===== config.mk =====
export PLATFORM = sky130hd
export DESIGN_NAME = dcache_lookup
export DESIGN_NICKNAME = d
export VERILOG_FILES = /design/src/dcache_cfg_pkg.sv /design/src/dcache_lookup.sv /design/src/line_store.sv
export SDC_FILE = /design/constraint.sdc
export NUM_CORES = 2
export LEC_CHECK = 0
export BUFFER_PORTS_ARGS = -buffer_cell sky130_fd_sc_hd__buf_2
export CAP_MARGIN = 20
export CELL_PAD_IN_SITES_DETAIL_PLACEMENT = 0
export CELL_PAD_IN_SITES_GLOBAL_PLACEMENT = 1
export CORE_ASPECT_RATIO = 0.6
export CORE_MARGIN = 1.5
export CORE_UTILIZATION = 40
export CTS_CLUSTER_SIZE = 16
export DETAILED_ROUTE_END_ITERATION = 8
export PLACE_DENSITY = 0.62
export SETUP_SLACK_MARGIN = 0.2
export SKIP_LAST_GASP = 1
export SLEW_MARGIN = 0
export SYNTH_ARGS = -nofsm -noshare
export SYNTH_HDL_FRONTEND = slang
export SYNTH_HIERARCHICAL = 1
export SYNTH_SLANG_ARGS = --single-unit

===== constraint.sdc =====
create_clock -name clk -period 4.7 [get_ports clk]
set_input_delay 0.705 -clock clk [delete_from_list [all_inputs] [get_ports clk]]
set_output_delay 0.705 -clock clk [all_outputs]
set_load 0.05 [all_outputs]

===== src/dcache_cfg_pkg.sv =====
package dcache_cfg_pkg;

  // address split is tag | index | offset
  localparam int ADDR_W    = 32;
  localparam int WORD_W    = 64;
  localparam int TAG_W     = 20;
  localparam int IDX_W     = 6;
  localparam int OFF_W     = 6;
  localparam int NUM_LINES = 64;
  localparam int BEATS     = 8;  // words per line
  localparam int BEAT_W    = 3;
  localparam int BYTE_W    = 3;  // byte select bits inside a word

  typedef logic [TAG_W-1:0]    tag_t;
  typedef logic [IDX_W-1:0]    idx_t;
  typedef logic [BEAT_W-1:0]   beat_t;
  typedef logic [WORD_W-1:0]   word_t;
  typedef logic [WORD_W/8-1:0] strb_t;  // one enable per byte lane

  typedef struct packed {
    logic valid;
    logic dirty;  // line differs from memory
    tag_t tag;
  } tag_entry_t;

endpackage

===== src/dcache_lookup.sv =====
`timescale 1ns/1ps

module dcache_lookup import dcache_cfg_pkg::*; (
  input  logic              clk,
  input  logic              rst,
  input  logic [ADDR_W-1:0] addr_i,
  input  logic              refill_done_i,
  input  logic              hit_write_i,
  output logic              hit_o,
  output logic              dirty_o,
  output tag_t              victim_tag_o
);

  tag_t       req_tag;
  idx_t       req_idx;
  tag_entry_t rd_entry;
  tag_entry_t wr_entry;

  assign req_tag = addr_i[ADDR_W-1 -: TAG_W];
  assign req_idx = addr_i[OFF_W +: IDX_W];

  // new entry on refill, otherwise only the dirty bit moves
  always_comb begin
    wr_entry = rd_entry;
    if (refill_done_i) begin
      wr_entry.valid = 1'b1;
      wr_entry.dirty = 1'b0;
      wr_entry.tag   = req_tag;
    end else if (hit_write_i) begin
      wr_entry.dirty = 1'b1;
    end
  end

  line_store #(
    .DEPTH   (NUM_LINES),
    .entry_t (tag_entry_t)
  ) tag_store_inst (
    .clk     (clk),
    .rst     (rst),
    .we_i    (refill_done_i | hit_write_i),
    .waddr_i (req_idx),
    .raddr_i (req_idx),
    .wdata_i (wr_entry),
    .rdata_o (rd_entry)
  );

  assign hit_o        = rd_entry.valid && (rd_entry.tag == req_tag);
  assign dirty_o      = rd_entry.valid && rd_entry.dirty;  // victim needs write-back
  assign victim_tag_o = rd_entry.tag;

endmodule


===== src/line_store.sv =====
`timescale 1ns/1ps

module line_store #(
  parameter int  DEPTH   = 64,
  parameter type entry_t = logic [7:0]
) (
  input  logic                     clk,
  input  logic                     rst,
  input  logic                     we_i,
  input  logic [$clog2(DEPTH)-1:0] waddr_i,
  input  logic [$clog2(DEPTH)-1:0] raddr_i,
  input  entry_t                   wdata_i,
  output entry_t                   rdata_o
);

  entry_t mem_q [DEPTH];

  always_ff @(posedge clk) begin
    if (rst) begin
      for (int i = 0; i < DEPTH; i++) begin
        mem_q[i] <= '0;  // all-zero entry reads as invalid
      end
    end else if (we_i) begin
      mem_q[waddr_i] <= wdata_i;
    end
  end

  assign rdata_o = mem_q[raddr_i];  // async read

endmodule


==> impl_metrics.env <==
export IMPL_ys_types=46
export IMPL_final_nets=4559
export IMPL_crit_required_ns=3.99
export IMPL_antenna_found_initial=29
export IMPL_chipHeight_um=316.0
export IMPL_hold_buffers=0
export IMPL_timing_final_crit_share_pct=100.4
export IMPL_synthArstFlopShare_pct=0
export IMPL_drive_above_1_share_pct=25.59
export IMPL_fin_crit_ns=4.720
export IMPL_ir_worst_vdd_mv=0.3807
export IMPL_drtIter0Drc=4487
export IMPL_avgSynthCellArea_um2=15.01
export IMPL_cts_root_buf="clkbuf_16"
export IMPL_status="finished, violations left"
export IMPL_clk_pin_slew_ns=0.07
export IMPL_endpoint_kind="output port"
export IMPL_max_slew_margin_rel_pct=43.42
export IMPL_fmax_mhz=211.9
export IMPL_largest_register_ff_count=1408
export IMPL_power_density_nw_per_um2=383.5
export IMPL_synth_cells=4353
export IMPL_regMostFlops="tag_store_inst/mem_q"
export IMPL_design_area_um2=75760
export IMPL_area_growth_synth_to_final_pct=15.98
export IMPL_cts_tree="built"
export IMPL_finClkSkew_ns=0.06325
export IMPL_grt_max_degree=64
export IMPL_yosys_register_bits=1408
export IMPL_yosysSeqAreaShare_pct=64.73
export IMPL_drc=0
export IMPL_wl_mm=205.0
export IMPL_cp_max_fo=10
export IMPL_setup_viol=1
export IMPL_placed_area_um2=70210
export IMPL_antenna_left=0
export IMPL_vias_per_cell=5.532
export IMPL_rsz0062_at_grt="yes"
export IMPL_clkLatencyLatePin_ns=0.80
export IMPL_wl_per_cell_um=30.20
export IMPL_grt_overflow_total=0
export IMPL_die_w_um=524.7
export IMPL_violations="setup timing"
export IMPL_cp_start_kind="primary input"
export IMPL_path_class="primary input to output port"
export IMPL_grt_pass1_vias=35680
export IMPL_core_um2=161600
export IMPL_top_regs="tag_store_inst/mem_q: 1408 flops"
export IMPL_synth_edff_count=1408
export IMPL_drtPass1Iterations=6
export IMPL_cts_inserted_buffers=147
export IMPL_netlist_area_um2=65320
export IMPL_cts_sinks=1408
export IMPL_syn_nets=4389
export IMPL_clockBufferDepth=4
export IMPL_worst_pin_slew_ns=0.8488
export IMPL_die_area_um2=165800
export IMPL_io_buffers=51
export IMPL_gp_congestion=0.8555
export IMPL_worstPathArrival_ns=4.02
export IMPL_rows=114
export IMPL_ios=58
export IMPL_vias=37550
export IMPL_grt_usage_pct=24.55
export IMPL_ys_flop_type="edfxtp_1"
export IMPL_setup_ws_ns=-0.02019
export IMPL_place_hpwl_mm=128.2
export IMPL_ys_warn_count=6
export IMPL_slew_viol_final=0
export IMPL_start_util_pct=40.42
export IMPL_holdCritPathClass="primary input to register"
export IMPL_grt_first_pass_wirelength_mm=286.8
export IMPL_fin_hold_ws_ns=0.6691
export IMPL_htree_levels=4
export IMPL_hold_viol_final=0
export IMPL_leakage_nw=28.10
export IMPL_cap_violations=0
-- where the power goes --
part	total, mW	switching [mW]	internal, mW
registers	14.4	0.121	14.2
clock network	11.4	4.99	6.44
logic	3.26	2.14	1.13
total	29.1	7.25	21.8
-- final timing paths --
check,start,to,slack [ns],depth (start not counted)
min,addr_i[17],tag_store_inst/mem_q[24][5]$_SDFFCE_PN0P_,0.67,4
max reg2reg,tag_store_inst/mem_q[46][18]$_SDFFCE_PN0P_,tag_store_inst/mem_q[12][18]$_SDFFCE_PN0P_,1.33,10
min reg2reg,tag_store_inst/mem_q[63][21]$_SDFFCE_PN0P_,tag_store_inst/mem_q[39][21]$_SDFFCE_PN0P_,1.81,8
max,addr_i[6],hit_o,-0.02,16
-- logic make-up after synthesis --
group	share of synthesized area, %
AO/OA/AOI/OAI	2.902
XOR/XNOR	0.2682
buffers and inverters	3.116
flip-flops	64.73
multiplexers	13.36
AND/OR/NAND/NOR	15.63
-- cell usage in the layout, fill, tap and decap left out, types with 26 or more instances in the layout --
cell type / instances
a211oi_1: 40
mux2_2: 116
buf_2: 38
edfxtp_1: 1408
clkbuf_1: 31
nor2_1: 79
or2_2: 68
nor2b_1: 33
clkbuf_16: 150
buf_4: 335
and2_1: 1411
mux4_2: 252
a21oi_1: 83
buf_12: 61
a221oi_1: 47
mux2i_1: 159
clkinv_2: 26
-- routing by layer --
layer | part of all wire (%) | global-route usage [%]
met5 | 0.0034 | 0
met3 | 8.1 | 4.807
met2 | 42 | 34.12
met4 | 2.2 | 6.009
met1 | 48 | 39.01
-- synthesized netlist by cell type (4+ instances only) --
| cell type | n | area share [%] |
|---|---|---|
| nand3_1 | 4 | 0.031 |
| a311oi_1 | 4 | 0.054 |
| nor2_1 | 87 | 0.50 |
| buf_2 | 53 | 0.41 |
| mux2_2 | 124 | 2.1 |
| nand2b_1 | 6 | 0.057 |
| mux4_2 | 252 | 8.7 |
| edfxtp_1 | 1408 | 65 |
| nor2b_1 | 35 | 0.34 |
| buf_6 | 26 | 0.45 |
| and2_1 | 1411 | 14 |
| o21ai_0 | 15 | 0.11 |
| or2_2 | 68 | 0.65 |
| nand2_1 | 24 | 0.14 |
| a221oi_1 | 67 | 0.90 |
| a221o_1 | 8 | 0.12 |
| a22o_1 | 14 | 0.19 |
| xnor2_1 | 12 | 0.16 |
| nor4_1 | 16 | 0.15 |
| buf_1 | 26 | 0.15 |
| and3_1 | 8 | 0.077 |
| xor2_1 | 8 | 0.11 |
| a211oi_1 | 42 | 0.48 |
| a2111oi_0 | 14 | 0.19 |
| mux2i_1 | 160 | 2.5 |
| clkbuf_1 | 310 | 1.8 |
| o22ai_1 | 14 | 0.13 |
| buf_4 | 23 | 0.26 |
| a21oi_1 | 90 | 0.69 |
-- worst max-delay path, cell delays in order --
cell,delay [ns]
buf_16,0.16
buf_12,0.19
buf_4,0.16
mux4_2,0.52
a221o_1,0.32
a21oi_2,0.12
buf_4,0.14
a21oi_2,0.05
and3_4,0.20
xor2_2,0.18
nor4_4,0.35
buf_4,0.16
nand4_1,0.15
nor4_4,0.24
buf_4,0.18
buf_12,0.14
-- cell type report --
cell class              instances  area (um^2)
fillers                     13810        85850
flip-flops and latches       1408        42280
multi-input cells            2502        21570
repair buffers                463         4644
clock buffers                 180         3845
well taps                    2146         2685
clock inverters                73        684.4
diodes                         15        37.54
inverters                       1        3.754
-- stage by stage --
| stage | setup TNS (ns) | total power [mW] | util [%] | cells | worst slack (ns) |
|---|---|---|---|---|---|
| 2_1_floorplan | 0 | 16.14 | - | 4353 | 0.2310 |
| 3_3_place_gp | -0.2762 | 17.73 | 43.44 | 6486 | -0.2762 |
| 3_5_place_dp | -0.3001 | 17.75 | 43.45 | 6487 | -0.3001 |
| 4_1_cts | 0 | 29.24 | 46.80 | 6770 | 0.1115 |
| 5_1_grt | -0.1109 | 29.92 | 46.87 | 6782 | -0.1109 |
| 6_report | -0.02019 | 29.05 | 46.88 | 6788 | -0.02019 |
-- repair_timing --
item                                    4_1_cts  5_1_grt
cloned                                        9        1
buffers inserted                             21        2
pin swaps                                    12        4
endpoints found under the setup margin        1        1
resized for setup                            92        7
Note: power is estimated with default switching activity, not from simulation.
