--- config.mk ---
export PLATFORM = sky130hd
export DESIGN_NAME = dcache_ctrl
export DESIGN_NICKNAME = d
export VERILOG_FILES = /design/src/dcache_cfg_pkg.sv /design/src/dcache_bus_pkg.sv /design/src/dcache_ctrl.sv
export SDC_FILE = /design/constraint.sdc
export NUM_CORES = 1
export LEC_CHECK = 0
export BUFFER_PORTS_ARGS = -buffer_cell sky130_fd_sc_hd__buf_4
export CORE_AREA = 2 2 67 69
export CTS_BUF_LIST = sky130_fd_sc_hd__clkbuf_8
export DETAILED_ROUTE_END_ITERATION = 7
export DIE_AREA = 0 0 69 71
export PLACE_DENSITY = 0.63
export SLEW_MARGIN = 20
export SYNTH_ARGS = -nofsm -noshare
export SYNTH_HDL_FRONTEND = slang
export SYNTH_SLANG_ARGS = --single-unit
--- constraint.sdc ---
create_clock -name clk -period 2.5 [get_ports clk]
set_clock_uncertainty 0.15 [all_clocks]
set_input_delay 0.125 -clock clk [delete_from_list [all_inputs] [get_ports clk]]
set_output_delay 0.125 -clock clk [all_outputs]
set_load 0.1 [all_outputs]
--- src/dcache_cfg_pkg.sv ---
package dcache_cfg_pkg;

  // address split is tag | index | offset
  localparam int ADDR_W    = 32;
  localparam int WORD_W    = 64;
  localparam int TAG_W     = 20;
  localparam int IDX_W     = 6;
  localparam int OFF_W     = 6;
  localparam int NUM_LINES = 64;
  localparam int BEATS     = 8;  // words per line
  localparam int BEAT_W    = 3;
  localparam int BYTE_W    = 3;  // byte select bits inside a word

  typedef logic [TAG_W-1:0]    tag_t;
  typedef logic [IDX_W-1:0]    idx_t;
  typedef logic [BEAT_W-1:0]   beat_t;
  typedef logic [WORD_W-1:0]   word_t;
  typedef logic [WORD_W/8-1:0] strb_t;  // one enable per byte lane

  typedef struct packed {
    logic valid;
    logic dirty;  // line differs from memory
    tag_t tag;
  } tag_entry_t;

endpackage
--- src/dcache_bus_pkg.sv ---
package dcache_bus_pkg;

  import dcache_cfg_pkg::*;

  // load/store request from the cpu, held until ready
  typedef struct packed {
    logic              valid;
    logic              write;
    logic [ADDR_W-1:0] addr;
    word_t             wdata;
    strb_t             strb;
  } cpu_req_t;

  // line burst request toward memory
  typedef struct packed {
    logic              rvalid;
    logic              wvalid;
    logic [ADDR_W-1:0] addr;  // always line aligned
  } mem_req_t;

endpackage

--- src/dcache_ctrl.sv ---
`timescale 1ns/1ps

module dcache_ctrl import dcache_cfg_pkg::*, dcache_bus_pkg::*; (
  input  logic     clk,
  input  logic     rst,
  input  cpu_req_t cpu_req_i,
  input  logic     hit_i,
  input  logic     dirty_i,
  input  tag_t     victim_tag_i,
  input  logic     mem_rready_i,
  input  logic     mem_wready_i,
  output mem_req_t mem_req_o,
  output logic     cpu_ready_o,
  output logic     refill_done_o,
  output logic     hit_write_o,
  output logic     refill_we_o,
  output logic     wb_en_o,
  output beat_t    beat_o
);

  typedef enum logic [1:0] {
    IDLE,
    SETTLE,
    WRITE_BACK,
    REFILL
  } state_t;

  state_t state_q;
  beat_t  beat_q;
  tag_t   req_tag;
  idx_t   req_idx;
  logic   last_beat;
  logic   r_beat;
  logic   w_beat;

  assign req_tag   = cpu_req_i.addr[ADDR_W-1 -: TAG_W];
  assign req_idx   = cpu_req_i.addr[OFF_W +: IDX_W];
  assign last_beat = (beat_q == beat_t'(BEATS - 1));
  assign r_beat    = (state_q == REFILL) && mem_rready_i;
  assign w_beat    = (state_q == WRITE_BACK) && mem_wready_i;

  always_ff @(posedge clk) begin
    if (rst) begin
      state_q <= IDLE;
      beat_q  <= '0;
    end else begin
      case (state_q)
        IDLE: begin
          beat_q <= '0;
          if (cpu_req_i.valid) begin
            if (hit_i) begin
              state_q <= SETTLE;
            end else if (dirty_i) begin
              state_q <= WRITE_BACK;  // evict before refill
            end else begin
              state_q <= REFILL;
            end
          end
        end
        SETTLE: begin
          state_q <= IDLE;  // cpu swaps request here
        end
        WRITE_BACK: begin
          if (w_beat) begin
            beat_q <= beat_q + 1'b1;  // wraps to 0 for refill
            if (last_beat) begin
              state_q <= REFILL;
            end
          end
        end
        REFILL: begin
          if (r_beat) begin
            beat_q <= beat_q + 1'b1;
            if (last_beat) begin
              state_q <= IDLE;  // replay as a hit
            end
          end
        end
        default: begin
          state_q <= IDLE;
        end
      endcase
    end
  end

  // burst address holds for the whole line
  always_comb begin
    mem_req_o.rvalid = (state_q == REFILL);
    mem_req_o.wvalid = (state_q == WRITE_BACK);
    if (state_q == WRITE_BACK) begin
      mem_req_o.addr = {victim_tag_i, req_idx, {OFF_W{1'b0}}};
    end else begin
      mem_req_o.addr = {req_tag, req_idx, {OFF_W{1'b0}}};
    end
  end

  assign cpu_ready_o   = (state_q == SETTLE);
  assign hit_write_o   = (state_q == SETTLE) && cpu_req_i.write;
  assign refill_we_o   = r_beat;
  assign refill_done_o = r_beat && last_beat;  // tag lands with last word
  assign wb_en_o       = (state_q == WRITE_BACK);
  assign beat_o        = beat_q;

endmodule

==> results <==
- The flow ran to the end, and the final reports show no timing, DRC or antenna violations.
- Setup total negative slack on the finished layout was measured at 0 ns.
- In this run the register-to-register setup slack is roughly 0.9 ns.
- The main combinational cell family by area after synthesis is multiplexers.
- The pin count of the biggest net entering global routing is 25.
- After clock tree synthesis, the clock-pin slew on the worst setup and hold paths is 0.04 ns.
- The power per standard cell area is about 630 nW/µm².
- The reg-to-reg critical path endpoint is beat_o[2].
- The layout has approximately 470 filler cells.
- The worst setup path is captured at an output port.
- The detailed router finished its first iteration with 11 violations.
- By area the synthesized netlist is led by mux2_4 33%, buf_4 13%, dfxtp_1 13%, mux2_2 8.6%, a21oi_1 3.2%.
- The cell count of the worst reg-to-reg path is 5.
- The worst-case IR drop observed on VDD is 0.264 mV.
- The synthesized area is 783 µm².
- The data arrival time of the critical path is 1.85 ns.
- The share of the yosys chip area belonging to registers is 12.8%.
- The post-synthesis simple-gate area fraction is 13.9%.
- In this run the number of H-tree levels came out at 1.
- The count of clock tree sinks is 5.
- The destination of the critical timing path is mem_req_o[31].
- The die is just under 70 µm wide.
- The standard cell core area is 4200 µm².
- For this design the static power due to leakage is 0.702 nW.
- The number of nets in the finished design is 282.
- The area share of fa/ha/maj cells after synthesis is 3.19%.
- The startpoint type of the worst setup path is a register.
- In the synthesized netlist, the number of instances is 77.
- The largest fanout on the critical path is 24.
- The initial antenna violation count was 0.
- Dividing the detail-routed wire length by the instance count gives 11.9 µm.
- The total congestion overflow after global routing is 0.
- The commonest cells after synthesis are 17 x mux2_4, 14 x buf_4, 6 x mux2_2.
- The library cell used as clock root buffer is clkbuf_8.
- The biggest area consumer among synthesized cells is mux2_4.
- The count of unresolved DRC violations after routing is 0.
- The worst path in the final design needs a cycle of 2.13 ns, including I/O delays and setup.
- Setup repair after global routing left no endpoint under its margin.
- The netlist uses 26 different library cells.
- The floorplan has 24 rows.
- The first global-routing pass estimated 3610 µm of wire.
- The async set-or-reset flop fraction in the synthesized netlist is 0%.
- Gates resized during post-CTS repair numbered 0.
- The compound-gate portion of the synthesized area is 8.47%.
- The source of the critical timing path is state_q[1].
- The top cell type's share of synthesized area is 32.6%.
- The post-cts hold buffer count is 1.
- Once detailed placement completed, the half-perimeter wirelength came to 1910 µm.
- For the worst setup path, the data required time is 2.23 ns.
- The clock passes through at most 2 buffers.
- Max-cap violations in this run came to 0.
- Using the TritonRoute via totals, the vias-per-cell ratio works out to 4.15.
- The number of iterations in the first detailed-routing pass is 4.
- The post-route core utilization is 32.5%.
- The total I/O pin count is 174.
- The number of global-route vias before repair was about 770.
- The repair_antennas step left the layout with diodes totalling 0.
- TritonCTS built the clock tree.
- The total wirelength of the detailed-routed design is 2360 µm.
- The die footprint is 4900 µm².
- The number of endpoints with negative hold slack in the final report is 0.
- The final count of pins violating max slew is 0.
- The layout cell share with drive strength beyond 1 is 72.8%.
- From bottom edge to top edge, the die measures just over 70 µm.
- The number of enable-type register cells in the synthesized netlist is 0.
- The critical path class is reg2out.
- Of the available clock period, the critical path in the final layout requires 85.1%.
- After clock tree synthesis, the setup repair step added 0 buffers.
- In the synthesized netlist the dominant register cell turns out to be dfxtp_1.
- The count of buffers from port buffering is slightly below 80.
- Compared with the post-synthesis result, the final layout area differs by 74.6%.
- The upper clock frequency limit is 470 MHz.
- The average cell area after synthesis is 10.2 µm².
- The clock network latency to the later pin of the worst-skew pair is 0.22 ns.
- In this run, synthesis produced a sequential element count of 5.
- The final estimated routing congestion in global placement is slightly below 0.8.
- The xor/xnor cell area share of the yosys netlist is 0%.
- The number of setup violations in the final report is 0.
- The launching point of the worst reg2reg path is beat_o[0].
- The post-detailed-route count of antenna-violating nets is 0.
- The all-layer global routing usage is under 10%.
- The most repeated cell in the gate-level netlist after synthesis is mux2_4.
- Measured against the total synthesized area, the mux share comes to 41.2%.
- The worst hold path class is in2reg.
- The count of warnings emitted by yosys is 0.
- The starting density of the core is 18.6%.
- The count of vias placed by the detailed router is slightly above 800.
- In this run, CTS created clock tree buffers numbering 3.
## sequential cells by signal, indices dropped and copies added (netlist names)
signal and flops:
state_q 2, beat_o 3
## how the worst min path moves through the flow
| stage | to | depth (start not counted) | start | slack (ns) |
|---|---|---|---|---|
| 5_1_grt | beat_o[2] | 3 | mem_rready_i | 0.06 |
| 6_report | beat_o[2] | 3 | mem_rready_i | 0.04 |
| 2_1_floorplan | beat_o[0] | 1 | rst | 0.04 |
| 3_5_place_dp | mem_req_o[10] | 0 | cpu_req_i[82] | 0.10 |
| 3_3_place_gp | mem_req_o[10] | 0 | cpu_req_i[82] | 0.10 |
| 4_1_cts | beat_o[1] | 3 | mem_rready_i | 0.04 |
## per-layer routing
metal,GRT usage [%],vias to the layer above,routed length (µm)
li1,-,397,-
met1,11.1,362,936
met2,12.9,64,999
met3,5.70,2,422
met4,3.49,0,2
met5,0,-,0
## power by group
group | switching (mW) | internal, mW
combinational | 0.439 | 0.181
sequential | 0.0121 | 0.0848
clock | 0.0426 | 0.106
total | 0.494 | 0.371
## critical path, cell delays in order, from the launching register on
cell and delay, ns:
dfxtp_1 0.54, nor2b_2 0.26, buf_12 0.21, mux2_2 0.36, buf_4 0.23
## stage by stage
stage / std cells / worst slack, ns / hold WS [ns] / instance area (µm²) / total power [mW]
final: 199 / 0.371 / 0.0446 / 1370 / 0.865
after global routing: 199 / 0.293 / 0.0563 / 1370 / 0.891
after CTS: 199 / 0.362 / 0.0442 / 1370 / 0.872
after detailed placement: 194 / 0.600 / 0.101 / 1310 / 0.720
after global placement: 194 / 0.590 / 0.101 / 1310 / 0.717
after floorplan: 82 / 0.0174 / 0.0441 / 806 / 0.655
## final cells by class
class	count	area (µm²)	share of cell area [%]
sequential	5	100	7.32
tap	52	65.1	4.76
clock inverter	1	3.75	0.274
timing repair buffer	79	608	44.5
clock buffer	3	41.3	3.02
multi-input combinational	59	549	40.2
## cell families (layout without fill, tap and decap cells)
logic type      after synthesis  after routing
compound gates               10             10
fa+ha+maj                     2              2
buf+inv                      18             83
flops                         5              5
mux                          23             23
other cells                   1              6
simple gates                 18             18
## cells in the final DEF, fill, tap and decap left out
master / count
mux2_2: 6
and3_1: 1
and2_2: 1
nand4b_1: 1
a21oi_1: 5
a32oi_1: 2
dlygate4sd3_1: 1
buf_12: 1
a221o_1: 1
nand3b_1: 1
mux2_4: 17
clkbuf_8: 3
inv_1: 1
nand2b_1: 1
nor2b_2: 2
ha_1: 2
nand2_1: 3
buf_4: 77
o21bai_1: 1
dfxtp_1: 5
nor2b_1: 1
a31oi_1: 1
nor2_1: 1
nor4bb_1: 1
nand3_1: 3
and2_1: 2
conb_1: 6
Power figures use the tool's default switching activity.
